[config.mk]
export PLATFORM = sky130hd
export DESIGN_NAME = fetch_unit
export DESIGN_NICKNAME = d
export VERILOG_FILES = /design/src/design/fetch_pkg.sv /design/src/design/fetch_unit.sv /design/src/design/fifo.sv /design/src/design/pc_gen.sv /design/src/design/predecode.sv
export SDC_FILE = /design/constraint.sdc
export NUM_CORES = 1
export LEC_CHECK = 0
export ABC_AREA = 1
export BUFFER_PORTS_ARGS = -buffer_cell sky130_fd_sc_hd__buf_2
export CORE_MARGIN = 3
export CORE_UTILIZATION = 45
export CTS_BUF_LIST = sky130_fd_sc_hd__clkbuf_16
export CTS_CLUSTER_DIAMETER = 40
export DETAILED_ROUTE_END_ITERATION = 10
export SLEW_MARGIN = 20
export SYNTH_ARGS = -nofsm -noshare
export SYNTH_HDL_FRONTEND = slang
export SYNTH_SLANG_ARGS = --single-unit
export TNS_END_PERCENT = 5
[constraint.sdc]
create_clock -name clk_i -period 13.9 [get_ports clk_i]
set_input_delay 2.085 -clock clk_i [delete_from_list [all_inputs] [get_ports clk_i]]
set_output_delay 2.085 -clock clk_i [all_outputs]
set_load 0.005 [all_outputs]
[src/design/fetch_pkg.sv]
// shared widths, opcodes and the instruction word union
// for the rv32 fetch front end

`default_nettype none

package fetch_pkg;

    // ----------------------------------------
    // widths
    // ----------------------------------------
    localparam int unsigned XLEN   = 32;
    // queue entry is {pc, instruction word}
    localparam int unsigned QENT_W = 2 * XLEN;

    // ----------------------------------------
    // major opcodes
    // ----------------------------------------
    localparam logic [6:0] OPC_JAL    = 7'b1101111;
    localparam logic [6:0] OPC_BRANCH = 7'b1100011;

    // one instruction word, seen as j-format or b-format
    typedef union packed {
        struct packed {
            logic       imm20;
            logic [9:0] imm10_1;
            logic       imm11;
            logic [7:0] imm19_12;
            logic [4:0] rd;
            logic [6:0] opcode;
        } j_view;
        struct packed {
            logic       imm12;
            logic [5:0] imm10_5;
            logic [4:0] rs2;
            logic [4:0] rs1;
            logic [2:0] funct3;
            logic [3:0] imm4_1;
            logic       imm11;
            logic [6:0] opcode;
        } b_view;
    } instr_u;

endpackage

`default_nettype wire

[src/design/fetch_unit.sv]
// fetch front end top: pc generator, fetch queue and predecode
// between instruction memory and dispatch

`default_nettype none

module fetch_unit
    import fetch_pkg::*;
#(
    parameter int unsigned     DEPTH_X  = 2,
    parameter logic [XLEN-1:0] RESET_PC = 32'h0000_0000
) (
    input  logic            clk_i,
    input  logic            clk_en_i,
    input  logic            resetb_i,
    // trap or mispredict from later stages
    input  logic            flush_i,
    input  logic [XLEN-1:0] flush_pc_i,
    // instruction memory, one cycle latency
    output logic            imem_req_o,
    output logic [XLEN-1:0] imem_addr_o,
    input  logic [XLEN-1:0] imem_rdata_i,
    // dispatch side
    input  logic            take_i,
    output logic            instr_valid_o,
    output instr_u          instr_o,
    output logic [XLEN-1:0] pc_o,
    output logic            is_jal_o,
    output logic            is_branch_o,
    output logic [XLEN-1:0] target_o
);

    // ----------------------------------------
    // internal nets
    // ----------------------------------------
    logic              redirect;
    logic [XLEN-1:0]   redirect_pc;
    logic              pop;
    logic              q_wr;
    logic [XLEN-1:0]   q_pc;
    logic              q_empty;
    logic [QENT_W-1:0] q_head;

    assign instr_valid_o = ~q_empty;

    // request side
    pc_gen #(
        .DEPTH_X  (DEPTH_X),
        .RESET_PC (RESET_PC)
    ) u_pc_gen (
        .clk_i         (clk_i),
        .clk_en_i      (clk_en_i),
        .resetb_i      (resetb_i),
        .redirect_i    (redirect),
        .redirect_pc_i (redirect_pc),
        .pop_i         (pop),
        .imem_req_o    (imem_req_o),
        .imem_addr_o   (imem_addr_o),
        .q_wr_o        (q_wr),
        .q_pc_o        (q_pc)
    );

    // queue entry pairs returned word with its pc, full unused
    fifo #(
        .WIDTH   (QENT_W),
        .DEPTH_X (DEPTH_X)
    ) u_fifo (
        .clk_i    (clk_i),
        .clk_en_i (clk_en_i),
        .resetb_i (resetb_i),
        .flush_i  (redirect),
        .empty_o  (q_empty),
        .full_o   (),
        .wr_i     (q_wr),
        .din_i    ({q_pc, imem_rdata_i}),
        .rd_i     (pop),
        .dout_o   (q_head)
    );

    // head decode and redirect select
    predecode u_predecode (
        .clk_i         (clk_i),
        .clk_en_i      (clk_en_i),
        .resetb_i      (resetb_i),
        .flush_i       (flush_i),
        .flush_pc_i    (flush_pc_i),
        .empty_i       (q_empty),
        .head_i        (q_head),
        .take_i        (take_i),
        .pop_o         (pop),
        .redirect_o    (redirect),
        .redirect_pc_o (redirect_pc),
        .instr_o       (instr_o),
        .pc_o          (pc_o),
        .is_jal_o      (is_jal_o),
        .is_branch_o   (is_branch_o),
        .target_o      (target_o)
    );

endmodule

`default_nettype wire

[src/design/fifo.sv]
// fetch queue: pointer based fifo with flush and clock enable
// plus overflow and underflow checks

`default_nettype none

module fifo #(
    parameter int unsigned WIDTH   = 1,
    parameter int unsigned DEPTH_X = 1
) (
    // clocking
    input  logic             clk_i,
    input  logic             clk_en_i,
    input  logic             resetb_i,
    // control and status
    input  logic             flush_i,
    output logic             empty_o,
    output logic             full_o,
    // write side
    input  logic             wr_i,
    input  logic [WIDTH-1:0] din_i,
    // read side
    input  logic             rd_i,
    output logic [WIDTH-1:0] dout_o
);

    localparam int unsigned DEPTH = 2 ** DEPTH_X;

    // ----------------------------------------
    // storage and pointers
    // ----------------------------------------
    // top bit of each pointer is the wrap flag
    logic [DEPTH_X:0] rd_ptr_q;
    logic [DEPTH_X:0] wr_ptr_q;
    logic [WIDTH-1:0] mem_q [DEPTH];

    // head entry, read without a register stage
    assign dout_o = mem_q[rd_ptr_q[DEPTH_X-1:0]];

    // same slot: equal wrap bits mean empty, different mean full
    always_comb begin
        empty_o = 1'b0;
        full_o  = 1'b0;
        if (rd_ptr_q[DEPTH_X-1:0] == wr_ptr_q[DEPTH_X-1:0]) begin
            if (rd_ptr_q[DEPTH_X] == wr_ptr_q[DEPTH_X]) begin
                empty_o = 1'b1;
            end else begin
                full_o = 1'b1;
            end
        end
    end

    // pointer update, flush drops every entry
    always_ff @(posedge clk_i or negedge resetb_i) begin
        if (!resetb_i) begin
            rd_ptr_q <= '0;
            wr_ptr_q <= '0;
        end else if (clk_en_i) begin
            if (flush_i) begin
                rd_ptr_q <= '0;
                wr_ptr_q <= '0;
            end else begin
                if (rd_i) begin
                    rd_ptr_q <= rd_ptr_q + 1'b1;
                end
                if (wr_i) begin
                    wr_ptr_q <= wr_ptr_q + 1'b1;
                end
            end
        end
    end

    // data array
    always_ff @(posedge clk_i) begin
        if (clk_en_i && wr_i) begin
            mem_q[wr_ptr_q[DEPTH_X-1:0]] <= din_i;
        end
    end

    // ----------------------------------------
    // checks
    // ----------------------------------------
    // pc_gen credits must keep writes away from a full queue
    a_no_overflow : assert property (
        @(posedge clk_i) disable iff (!resetb_i)
        clk_en_i |-> !(full_o && wr_i)
    ) else $error("fifo written while full");

    // predecode masks takes, so no pop on an empty queue
    a_no_underflow : assert property (
        @(posedge clk_i) disable iff (!resetb_i)
        clk_en_i |-> !(empty_o && rd_i)
    ) else $error("fifo read while empty");

endmodule

`default_nettype wire

[src/design/pc_gen.sv]
// pc generator: next fetch pc, queue credits and in-flight read
// tracking, issues imem requests and the queue write strobe

`default_nettype none

module pc_gen
    import fetch_pkg::*;
#(
    parameter int unsigned     DEPTH_X  = 2,
    parameter logic [XLEN-1:0] RESET_PC = '0
) (
    input  logic            clk_i,
    input  logic            clk_en_i,
    input  logic            resetb_i,
    // redirect from predecode or external flush
    input  logic            redirect_i,
    input  logic [XLEN-1:0] redirect_pc_i,
    // queue pop, returns one credit
    input  logic            pop_i,
    // instruction memory request
    output logic            imem_req_o,
    output logic [XLEN-1:0] imem_addr_o,
    // queue write side
    output logic            q_wr_o,
    output logic [XLEN-1:0] q_pc_o
);

    localparam int unsigned      DEPTH    = 2 ** DEPTH_X;
    localparam logic [DEPTH_X:0] CRED_MAX = (DEPTH_X + 1)'(DEPTH);
    localparam logic [DEPTH_X:0] CRED_ONE = (DEPTH_X + 1)'(1);

    // ----------------------------------------
    // state
    // ----------------------------------------
    logic [XLEN-1:0] pc_q;
    // free queue slots not yet claimed by a request
    logic [DEPTH_X:0] credit_q;
    logic [DEPTH_X:0] credit_d;
    // read issued last enabled cycle, data due now
    logic            pend_q;
    logic [XLEN-1:0] pend_pc_q;

    // request whenever a slot is free
    assign imem_req_o  = (credit_q != '0);
    assign imem_addr_o = pc_q;

    // returned word goes into the queue unless killed this cycle
    assign q_wr_o = pend_q & ~redirect_i;
    assign q_pc_o = pend_pc_q;

    // spend one per request, get one back per pop
    always_comb begin
        credit_d = credit_q;
        if (imem_req_o) begin
            credit_d = credit_d - CRED_ONE;
        end
        if (pop_i) begin
            credit_d = credit_d + CRED_ONE;
        end
    end

    // control state
    always_ff @(posedge clk_i or negedge resetb_i) begin
        if (!resetb_i) begin
            pc_q     <= RESET_PC;
            credit_q <= CRED_MAX;
            pend_q   <= 1'b0;
        end else if (clk_en_i) begin
            if (redirect_i) begin
                // restart at new pc, queue is flushed so all credits back
                pc_q     <= redirect_pc_i;
                credit_q <= CRED_MAX;
                // any read in flight is dropped
                pend_q   <= 1'b0;
            end else begin
                if (imem_req_o) begin
                    pc_q <= pc_q + XLEN'(4);
                end
                credit_q <= credit_d;
                pend_q   <= imem_req_o;
            end
        end
    end

    // address travelling with the pending read
    always_ff @(posedge clk_i) begin
        if (clk_en_i && imem_req_o) begin
            pend_pc_q <= pc_q;
        end
    end

    // ----------------------------------------
    // checks
    // ----------------------------------------
    a_credit_range : assert property (
        @(posedge clk_i) disable iff (!resetb_i)
        credit_q <= CRED_MAX
    ) else $error("credits above queue depth");

endmodule

`default_nettype wire

[src/design/predecode.sv]
// predecode of the fetch queue head: jal / branch class,
// static target, pop strobe and redirect request

`default_nettype none

module predecode
    import fetch_pkg::*;
(
    // clocking, used by the checks only
    input  logic              clk_i,
    input  logic              clk_en_i,
    input  logic              resetb_i,
    // external redirect
    input  logic              flush_i,
    input  logic [XLEN-1:0]   flush_pc_i,
    // queue head
    input  logic              empty_i,
    input  logic [QENT_W-1:0] head_i,
    // dispatch
    input  logic              take_i,
    output logic              pop_o,
    // redirect to pc_gen and fifo
    output logic              redirect_o,
    output logic [XLEN-1:0]   redirect_pc_o,
    // decoded head
    output instr_u            instr_o,
    output logic [XLEN-1:0]   pc_o,
    output logic              is_jal_o,
    output logic              is_branch_o,
    output logic [XLEN-1:0]   target_o
);

    // ----------------------------------------
    // head split and offsets
    // ----------------------------------------
    logic [XLEN-1:0] j_imm;
    logic [XLEN-1:0] b_imm;
    logic            jal_taken;

    // pc in the upper half, word in the lower
    assign pc_o    = head_i[QENT_W-1:XLEN];
    assign instr_o = head_i[XLEN-1:0];

    // opcode sits in the same bits for both views
    assign is_jal_o    = (instr_o.j_view.opcode == OPC_JAL);
    assign is_branch_o = (instr_o.b_view.opcode == OPC_BRANCH);

    // j-format: 21 bit offset, bit 0 implied zero
    assign j_imm = {{11{instr_o.j_view.imm20}},
                    instr_o.j_view.imm20,
                    instr_o.j_view.imm19_12,
                    instr_o.j_view.imm11,
                    instr_o.j_view.imm10_1,
                    1'b0};

    // b-format: 13 bit offset, bit 0 implied zero
    assign b_imm = {{19{instr_o.b_view.imm12}},
                    instr_o.b_view.imm12,
                    instr_o.b_view.imm11,
                    instr_o.b_view.imm10_5,
                    instr_o.b_view.imm4_1,
                    1'b0};

    // static target, fall through for everything else
    always_comb begin
        if (is_jal_o) begin
            target_o = pc_o + j_imm;
        end else if (is_branch_o) begin
            target_o = pc_o + b_imm;
        end else begin
            target_o = pc_o + XLEN'(4);
        end
    end

    // ----------------------------------------
    // pop and redirect
    // ----------------------------------------
    // a take only counts with a valid head
    assign pop_o     = take_i & ~empty_i;
    assign jal_taken = pop_o & is_jal_o;

    // external flush has priority over the jal target
    assign redirect_o    = flush_i | jal_taken;
    assign redirect_pc_o = flush_i ? flush_pc_i : target_o;

    // dispatch must only take a valid instruction
    a_take_valid : assert property (
        @(posedge clk_i) disable iff (!resetb_i)
        clk_en_i |-> !(take_i && empty_i)
    ) else $error("take while queue empty");

endmodule

`default_nettype wire

==> results.sh, run 1 <==
export IMPL_htreeDepth=2
export IMPL_power_leakage_nw=9.46
export IMPL_status="finished, final reports clean"
export IMPL_finalNetCount=2605
export IMPL_cp_common_cell="nand2_1"
export IMPL_clockRootBuffer="clkbuf_16"
export IMPL_die_area_um2=44800
export IMPL_clockBufferDepth=3
export IMPL_ys_seq_elements=330
export IMPL_routed_wl_um=63000
export IMPL_synth_cell_types=48
export IMPL_cts_sinks=330
export IMPL_arrival_ns=6.03
export IMPL_synth_cells=2297
export IMPL_vias=16900
export IMPL_cp_max_fo=75
export IMPL_synth_most_common_cell="nand2_1"
export IMPL_clk_pin_slew_ns=0.06
export IMPL_synthTopCellsByArea="edfxtp_1, nand2_1, nand3_1"
export IMPL_hpwl_um=45800
export IMPL_hold_violations=0
export IMPL_slowest_stage="buf_4"
export IMPL_cts_tree="built"
export IMPL_grt_use_total=0.280
export IMPL_die_h_um=212
export IMPL_synth_edff_count=288
export IMPL_grt_ovfl_total=0
export IMPL_crit_required_ns=11.81
export IMPL_clk_latency_ns=0.57
export IMPL_fin_crit_sh=0.584
export IMPL_synth_commonest_cells="nand2_1, edfxtp_1, nor2_1"
export IMPL_num_io_pins=201
export IMPL_wl_per_cell_um=20.7
export IMPL_cap_violations=0
export IMPL_slowest_delay_ns=0.77
export IMPL_rsz0062_at_grt="false"
export IMPL_worst_slack_ns=5.78
export IMPL_antenna_found_initial=1
export IMPL_grt_max_degree=97
export IMPL_drive_gt1_frac=0.140
export IMPL_end_kind="output port"
export IMPL_maxSlewHeadroom=0.267
export IMPL_timing_fmax_ghz=0.123
export IMPL_die_width_um=212
export IMPL_grt_first_pass_wirelength_um=94800
export IMPL_synth_yosys_seq_area_share=0.509
export IMPL_crit_type="reg -> out"
export IMPL_cts_resized=0
export IMPL_postRouteAntennaNets=0
export IMPL_hold_buffers=0
export IMPL_area_growth_pct=14.8
export IMPL_diodes=0
export IMPL_io_buffers=200
export IMPL_drtIter0Drc=1624
export IMPL_netlist_area_um2=19000
export IMPL_peakVddDrop_mv=0.136
export IMPL_initial_core_util=0.461
export IMPL_period_needed_ns=8.12
export IMPL_hp_class="reg -> reg"
export IMPL_synth_avg_cell_area_um2=8.29
export IMPL_synthFlopType="edfxtp_1"
export IMPL_viasPerCell=5.54
export IMPL_fp_row_count=74
export IMPL_tightestPinTransition_ns=1.10
export IMPL_drc=0
export IMPL_grt_pass1_vias=15800
export IMPL_crit_family="compound AO/OA/AOI/OAI gates"
export IMPL_synth_top_area_frac=0.454
export IMPL_core_area_um2=41300
export IMPL_gp_congestion=0.961
export IMPL_final_setup_tns_ns=0
export IMPL_yosys_area_top_type="edfxtp_1"
export IMPL_cts_setup_buffers=0
export IMPL_worst_setup_path_start_kind="flop"
export IMPL_cp_cell_sequence="clkinv_2 -> buf_4 -> o21ai_0 -> o22ai_1 -> ha_1 -> inv_1 -> fa_1 -> inv_1 -> nand2_1 -> o21ai_0 -> a21boi_0 -> o21ai_0 -> nand3_1 -> nand2_1 -> nand2_1 -> nand3_1 -> nand2_1 -> buf_2"
export IMPL_syn_nets=2421
export IMPL_async_flop_share=0.127
export IMPL_skew_ns=0.0197
export IMPL_maxSlewViolCount=0
export IMPL_p_per_area_nw_per_um2=278
export IMPL_fill_cells=3921
export IMPL_dr_pass1_iters=5
export IMPL_path_buf_inv=5
export IMPL_yosys_warnings=0
export IMPL_setup_viol=0
export IMPL_dp_slack_ns=6.49
export IMPL_cts_buffers=43
per-stage QoR:
step / hold WS, ns / instances / util / power [mW] / cell area, um^2
2_1_floorplan: 0.459 / 2297 / - / 3.64 / 19000
3_3_place_gp: 0.466 / 2968 / 0.495 / 4.92 / 20400
3_5_place_dp: 0.479 / 2968 / 0.495 / 4.91 / 20400
4_1_cts: 0.492 / 3046 / 0.530 / 6.03 / 21900
5_1_grt: 0.505 / 3046 / 0.530 / 6.51 / 21900
6_report: 0.490 / 3046 / 0.530 / 6.08 / 21900
layout make-up:
class,instances,area (um^2),share of cell area
well taps,532,666,0.0304
clock buffers,43,1080,0.0492
flip-flops and latches,330,9710,0.444
clock inverters,35,348,0.0159
multi-input cells,1646,8040,0.368
repair buffers,215,1110,0.0509
inverters,245,923,0.0422
worst paths after layout:
path | endpoint | slack [ns] | cells after the start | start
setup reg to reg | u_pc_gen.imem_addr_o[27]$_DFFE_PN0P_ | 8.28 | 19 | u_fifo.rd_ptr_q[0]$_DFFE_PN0P_
setup / recovery | target_o[27] | 5.78 | 18 | u_fifo.rd_ptr_q[0]$_DFFE_PN0P_
hold reg to reg | u_fifo.mem_q[3][48]$_DFFE_PP_ | 0.49 | 0 | u_pc_gen.q_pc_o[16]$_DFFE_PP_
max in group asynchronous | u_fifo.rd_ptr_q[0]$_DFFE_PN0P_ | 11.83 | 2 | resetb_i
min in group asynchronous | u_pc_gen.imem_addr_o[27]$_DFFE_PN0P_ | 1.60 | 2 | resetb_i
hold / removal | u_fifo.mem_q[3][48]$_DFFE_PP_ | 0.49 | 0 | u_pc_gen.q_pc_o[16]$_DFFE_PP_
kinds of logic after synthesis:
family	Yosys count	synth area share
buffers and inverters	321	0.0702
multiplexers	1	0.000526
AO/OA/AOI/OAI	351	0.0986
AND/OR/NAND/NOR	1191	0.262
XOR/XNOR	48	0.0221
adder cells (fa/ha/maj)	55	0.0369
flip-flops	330	0.509
state kept, by name, summed over array words and instances (netlist names):
signal,cells
u_pc_gen.credit_q,3
u_pc_gen.pend_q,1
u_fifo.mem_q,256
u_fifo.wr_ptr_q,3
u_pc_gen.q_pc_o,32
u_fifo.rd_ptr_q,3
u_pc_gen.imem_addr_o,32
report_power, final:
part	switching, mW	internal (mW)
logic	2.50	1.10
registers	0.176	1.22
clock network	0.442	0.650
total	3.11	2.97
layout by cell type, fill, tap and decap left out, types with 5 or more instances in the layout:
master	Yosys	layout
edfxtp_1	288	288
nand3_1	212	212
nor2_1	242	238
o21a_1	5	5
or2_2	11	11
ha_1	53	53
inv_2	6	7
o21ai_0	129	129
dfrtp_1	41	39
a21oi_1	161	161
inv_1	237	238
o21ai_1	5	5
clkinv_2	0	8
nand2_2	17	17
xnor2_1	18	18
nor3_1	21	21
o22ai_1	26	26
nand2_1	645	645
buf_2	23	200
clkbuf_16	0	43
o21bai_1	8	8
nand4_1	17	17
nor2_2	10	10
nor2_4	4	8
buf_4	9	15
xor2_1	30	30
clkinvlp_4	0	9
worst reg2reg max path, cell delays in order, from the launching register on:
cell      delay [ns]
dfrtp_4         0.68
clkinv_2        0.56
buf_4           0.80
o21ai_0         0.24
o22ai_1         0.30
ha_1            0.23
inv_1           0.05
fa_1            0.40
inv_1           0.07
nand2_1         0.05
o21ai_0         0.47
a21boi_0        0.33
o21ai_0         0.58
nand3_1         0.21
nand2_1         0.11
nand2_1         0.05
nand3_1         0.09
nand3_1         0.13
nand2_1         0.10
a21oi_1         0.06
metal layers:
metal / vias up / global-route usage / wire length (um) / share of wire
met3: 109 / 0.0464 / 4740 / 0.075
met5: - / 0 / 0 / 0
met1: 8041 / 0.415 / 29300 / 0.46
met2: 661 / 0.425 / 27400 / 0.43
met4: 0 / 0.0785 / 1590 / 0.025
li1: 8051 / - / - / -
Power figures use the tool's default switching activity.
==> run 2: changes to the inputs <==
clock period = 7.7 ns   (was 13.9 ns; I/O delays follow)
==> run 2 against run 1 <==
  * Critical path depth down 2
  * Hold slack improved by 0.0049 ns
  * Count of clock-buffer cells in the layout rose by 4
  * Routed wire length down 0.67%
  * Largest cell class unchanged
==> results.sh, run 2 (synthesis results as in run 1) <==
export IMPL_r2r_slack_ns=2.92
export IMPL_cts_resized=0
export IMPL_fin_crit_sh=0.819
export IMPL_cts_setup_buffers=0
export IMPL_slowest_delay_ns=0.76
export IMPL_combPwrFrac=0.586
export IMPL_skew_ns=0.0223
export IMPL_area_growth_pct=15.7
export IMPL_wl_per_cell_um=20.5
export IMPL_maxSlewViolCount=0
export IMPL_rr_worst_depth=15
export IMPL_grt_pass1_vias=15900
export IMPL_worstHoldStart="u_pc_gen.imem_addr_o[0]$_DFFE_PN0P_"
export IMPL_worst_slack_ns=1.39
export IMPL_swShare=0.511
export IMPL_tightestPinTransition_ns=1.04
export IMPL_maxSlewHeadroom=0.309
export IMPL_status="finished, final reports clean"
export IMPL_drive_gt1_frac=0.143
export IMPL_grt_ovfl_total=0
export IMPL_cp_depth=16
export IMPL_clockBufferDepth=3
export IMPL_rr_startpoint="u_fifo.rd_ptr_q[1]$_DFFE_PN0P_"
export IMPL_dpl_cell_count=2969
export IMPL_fp_row_count=74
export IMPL_power_leakage_nw=9.54
export IMPL_final_cell_mix="nand2_1, edfxtp_1, nor2_1"
export IMPL_final_setup_tns_ns=0
export IMPL_core_area_um2=41300
export IMPL_end_kind="output port"
export IMPL_viasPerCell=5.49
export IMPL_grt_first_pass_wirelength_um=94500
export IMPL_setup_viol=0
export IMPL_r2r_end="u_fifo.mem_q[2][58]$_DFFE_PP_"
export IMPL_whs_ns=0.495
export IMPL_clk_pin_slew_ns=0.06
export IMPL_p_sw_mw=5.64
export IMPL_crit_family="compound AO/OA/AOI/OAI gates"
export IMPL_cp_cell_sequence="buf_4 -> o21ai_0 -> o22ai_1 -> ha_1 -> inv_1 -> fa_1 -> inv_1 -> nand2_1 -> o21ai_0 -> a21boi_0 -> o21ai_0 -> nand3_1 -> nand3_1 -> nand3_1 -> nand2_1 -> buf_2"
export IMPL_cts_buffers=47
export IMPL_initial_core_util=0.461
export IMPL_cap_violations=0
export IMPL_rsz0062_at_grt="false"
export IMPL_routed_wl_um=62600
export IMPL_stdcell_count=3056
export IMPL_path_buf_inv=4
export IMPL_dp_slack_ns=2.04
export IMPL_cts_tree="built"
export IMPL_die_area_um2=44800
export IMPL_grt_use_total=0.278
export IMPL_timing_fmax_ghz=0.159
export IMPL_gp_congestion=0.997
export IMPL_cts_sinks=330
export IMPL_die_h_um=212
export IMPL_final_common_cell="nand2_1"
export IMPL_diodes=0
export IMPL_internal_power_mw=5.40
export IMPL_crit_required_ns=6.55
export IMPL_min_to="u_pc_gen.q_pc_o[0]$_DFFE_PP_"
export IMPL_finalNetCount=2611
export IMPL_vias=16800
export IMPL_cp_max_fo=91
export IMPL_hp_class="reg -> reg"
export IMPL_worst_setup_path_start_kind="flop"
export IMPL_regArea_um2=9710
export IMPL_seq_power_share=0.226
export IMPL_clockRootBuffer="clkbuf_16"
export IMPL_grt_max_degree=92
export IMPL_antenna_found_initial=1
export IMPL_multi_input_area_um2=8040
export IMPL_hold_violations=0
export IMPL_io_buffers=200
export IMPL_htreeDepth=2
export IMPL_slowest_stage="buf_4"
export IMPL_postRouteAntennaNets=0
export IMPL_clk_latency_ns=0.59
export IMPL_p_clk_frac=0.189
export IMPL_min_path_cells=0
export IMPL_p_per_area_nw_per_um2=501
export IMPL_drc=0
export IMPL_dr_pass1_iters=6
export IMPL_die_width_um=212
export IMPL_arrival_ns=5.15
export IMPL_period_needed_ns=6.31
export IMPL_hpwl_um=45200
export IMPL_drtIter0Drc=1521
export IMPL_fill_cells=3885
export IMPL_num_io_pins=201
export IMPL_largest_reg_flops=256
export IMPL_peakVddDrop_mv=0.203
export IMPL_hold_buffers=0
export IMPL_crit_type="reg -> out"
## run 2: through the flow
stage / area (um^2) / utilization / power [mW]
6_report: 22000 / 0.533 / 11.0
5_1_grt: 22000 / 0.533 / 11.9
4_1_cts: 22000 / 0.533 / 10.9
3_5_place_dp: 20500 / 0.495 / 8.82
3_3_place_gp: 20500 / 0.495 / 8.79
2_1_floorplan: 19000 / - / 6.57
## run 2: worst max-delay path by stage
stage,startpoint,endpoint
2_1_floorplan,clk_en_i,u_fifo.mem_q[0][0]$_DFFE_PP_
3_3_place_gp,u_fifo.rd_ptr_q[0]$_DFFE_PN0P_,target_o[31]
3_5_place_dp,u_fifo.rd_ptr_q[0]$_DFFE_PN0P_,target_o[27]
4_1_cts,u_fifo.rd_ptr_q[0]$_DFFE_PN0P_,target_o[27]
5_1_grt,u_fifo.rd_ptr_q[0]$_DFFE_PN0P_,target_o[27]
6_report,u_fifo.rd_ptr_q[0]$_DFFE_PN0P_,target_o[27]
## run 2: per-layer routing
layer / global-route usage / share of wire
met5: 0 / 0
met4: 0.0824 / 0.026
met3: 0.0445 / 0.085
met2: 0.421 / 0.44
met1: 0.413 / 0.45
## run 2: cell type report
class                           instances  share of cell area
Multi-Input combinational cell       1646               0.365
Clock inverter                         39              0.0168
Tap cell                              532              0.0302
Inverter                              245              0.0419
Sequential cell                       330               0.441
Clock buffer                           47              0.0534
Timing Repair Buffer                  217              0.0521
## run 2: power groups by stage
stage | logic, mW | registers (mW) | clock network, mW
final | 6.47 | 2.49 | 2.08
after global routing | 7.14 | 2.51 | 2.20
after CTS | 6.34 | 2.48 | 2.11
after detailed placement | 6.31 | 2.51 | 0
after global placement | 6.29 | 2.50 | 0
after floorplan | 4.20 | 2.37 | 0
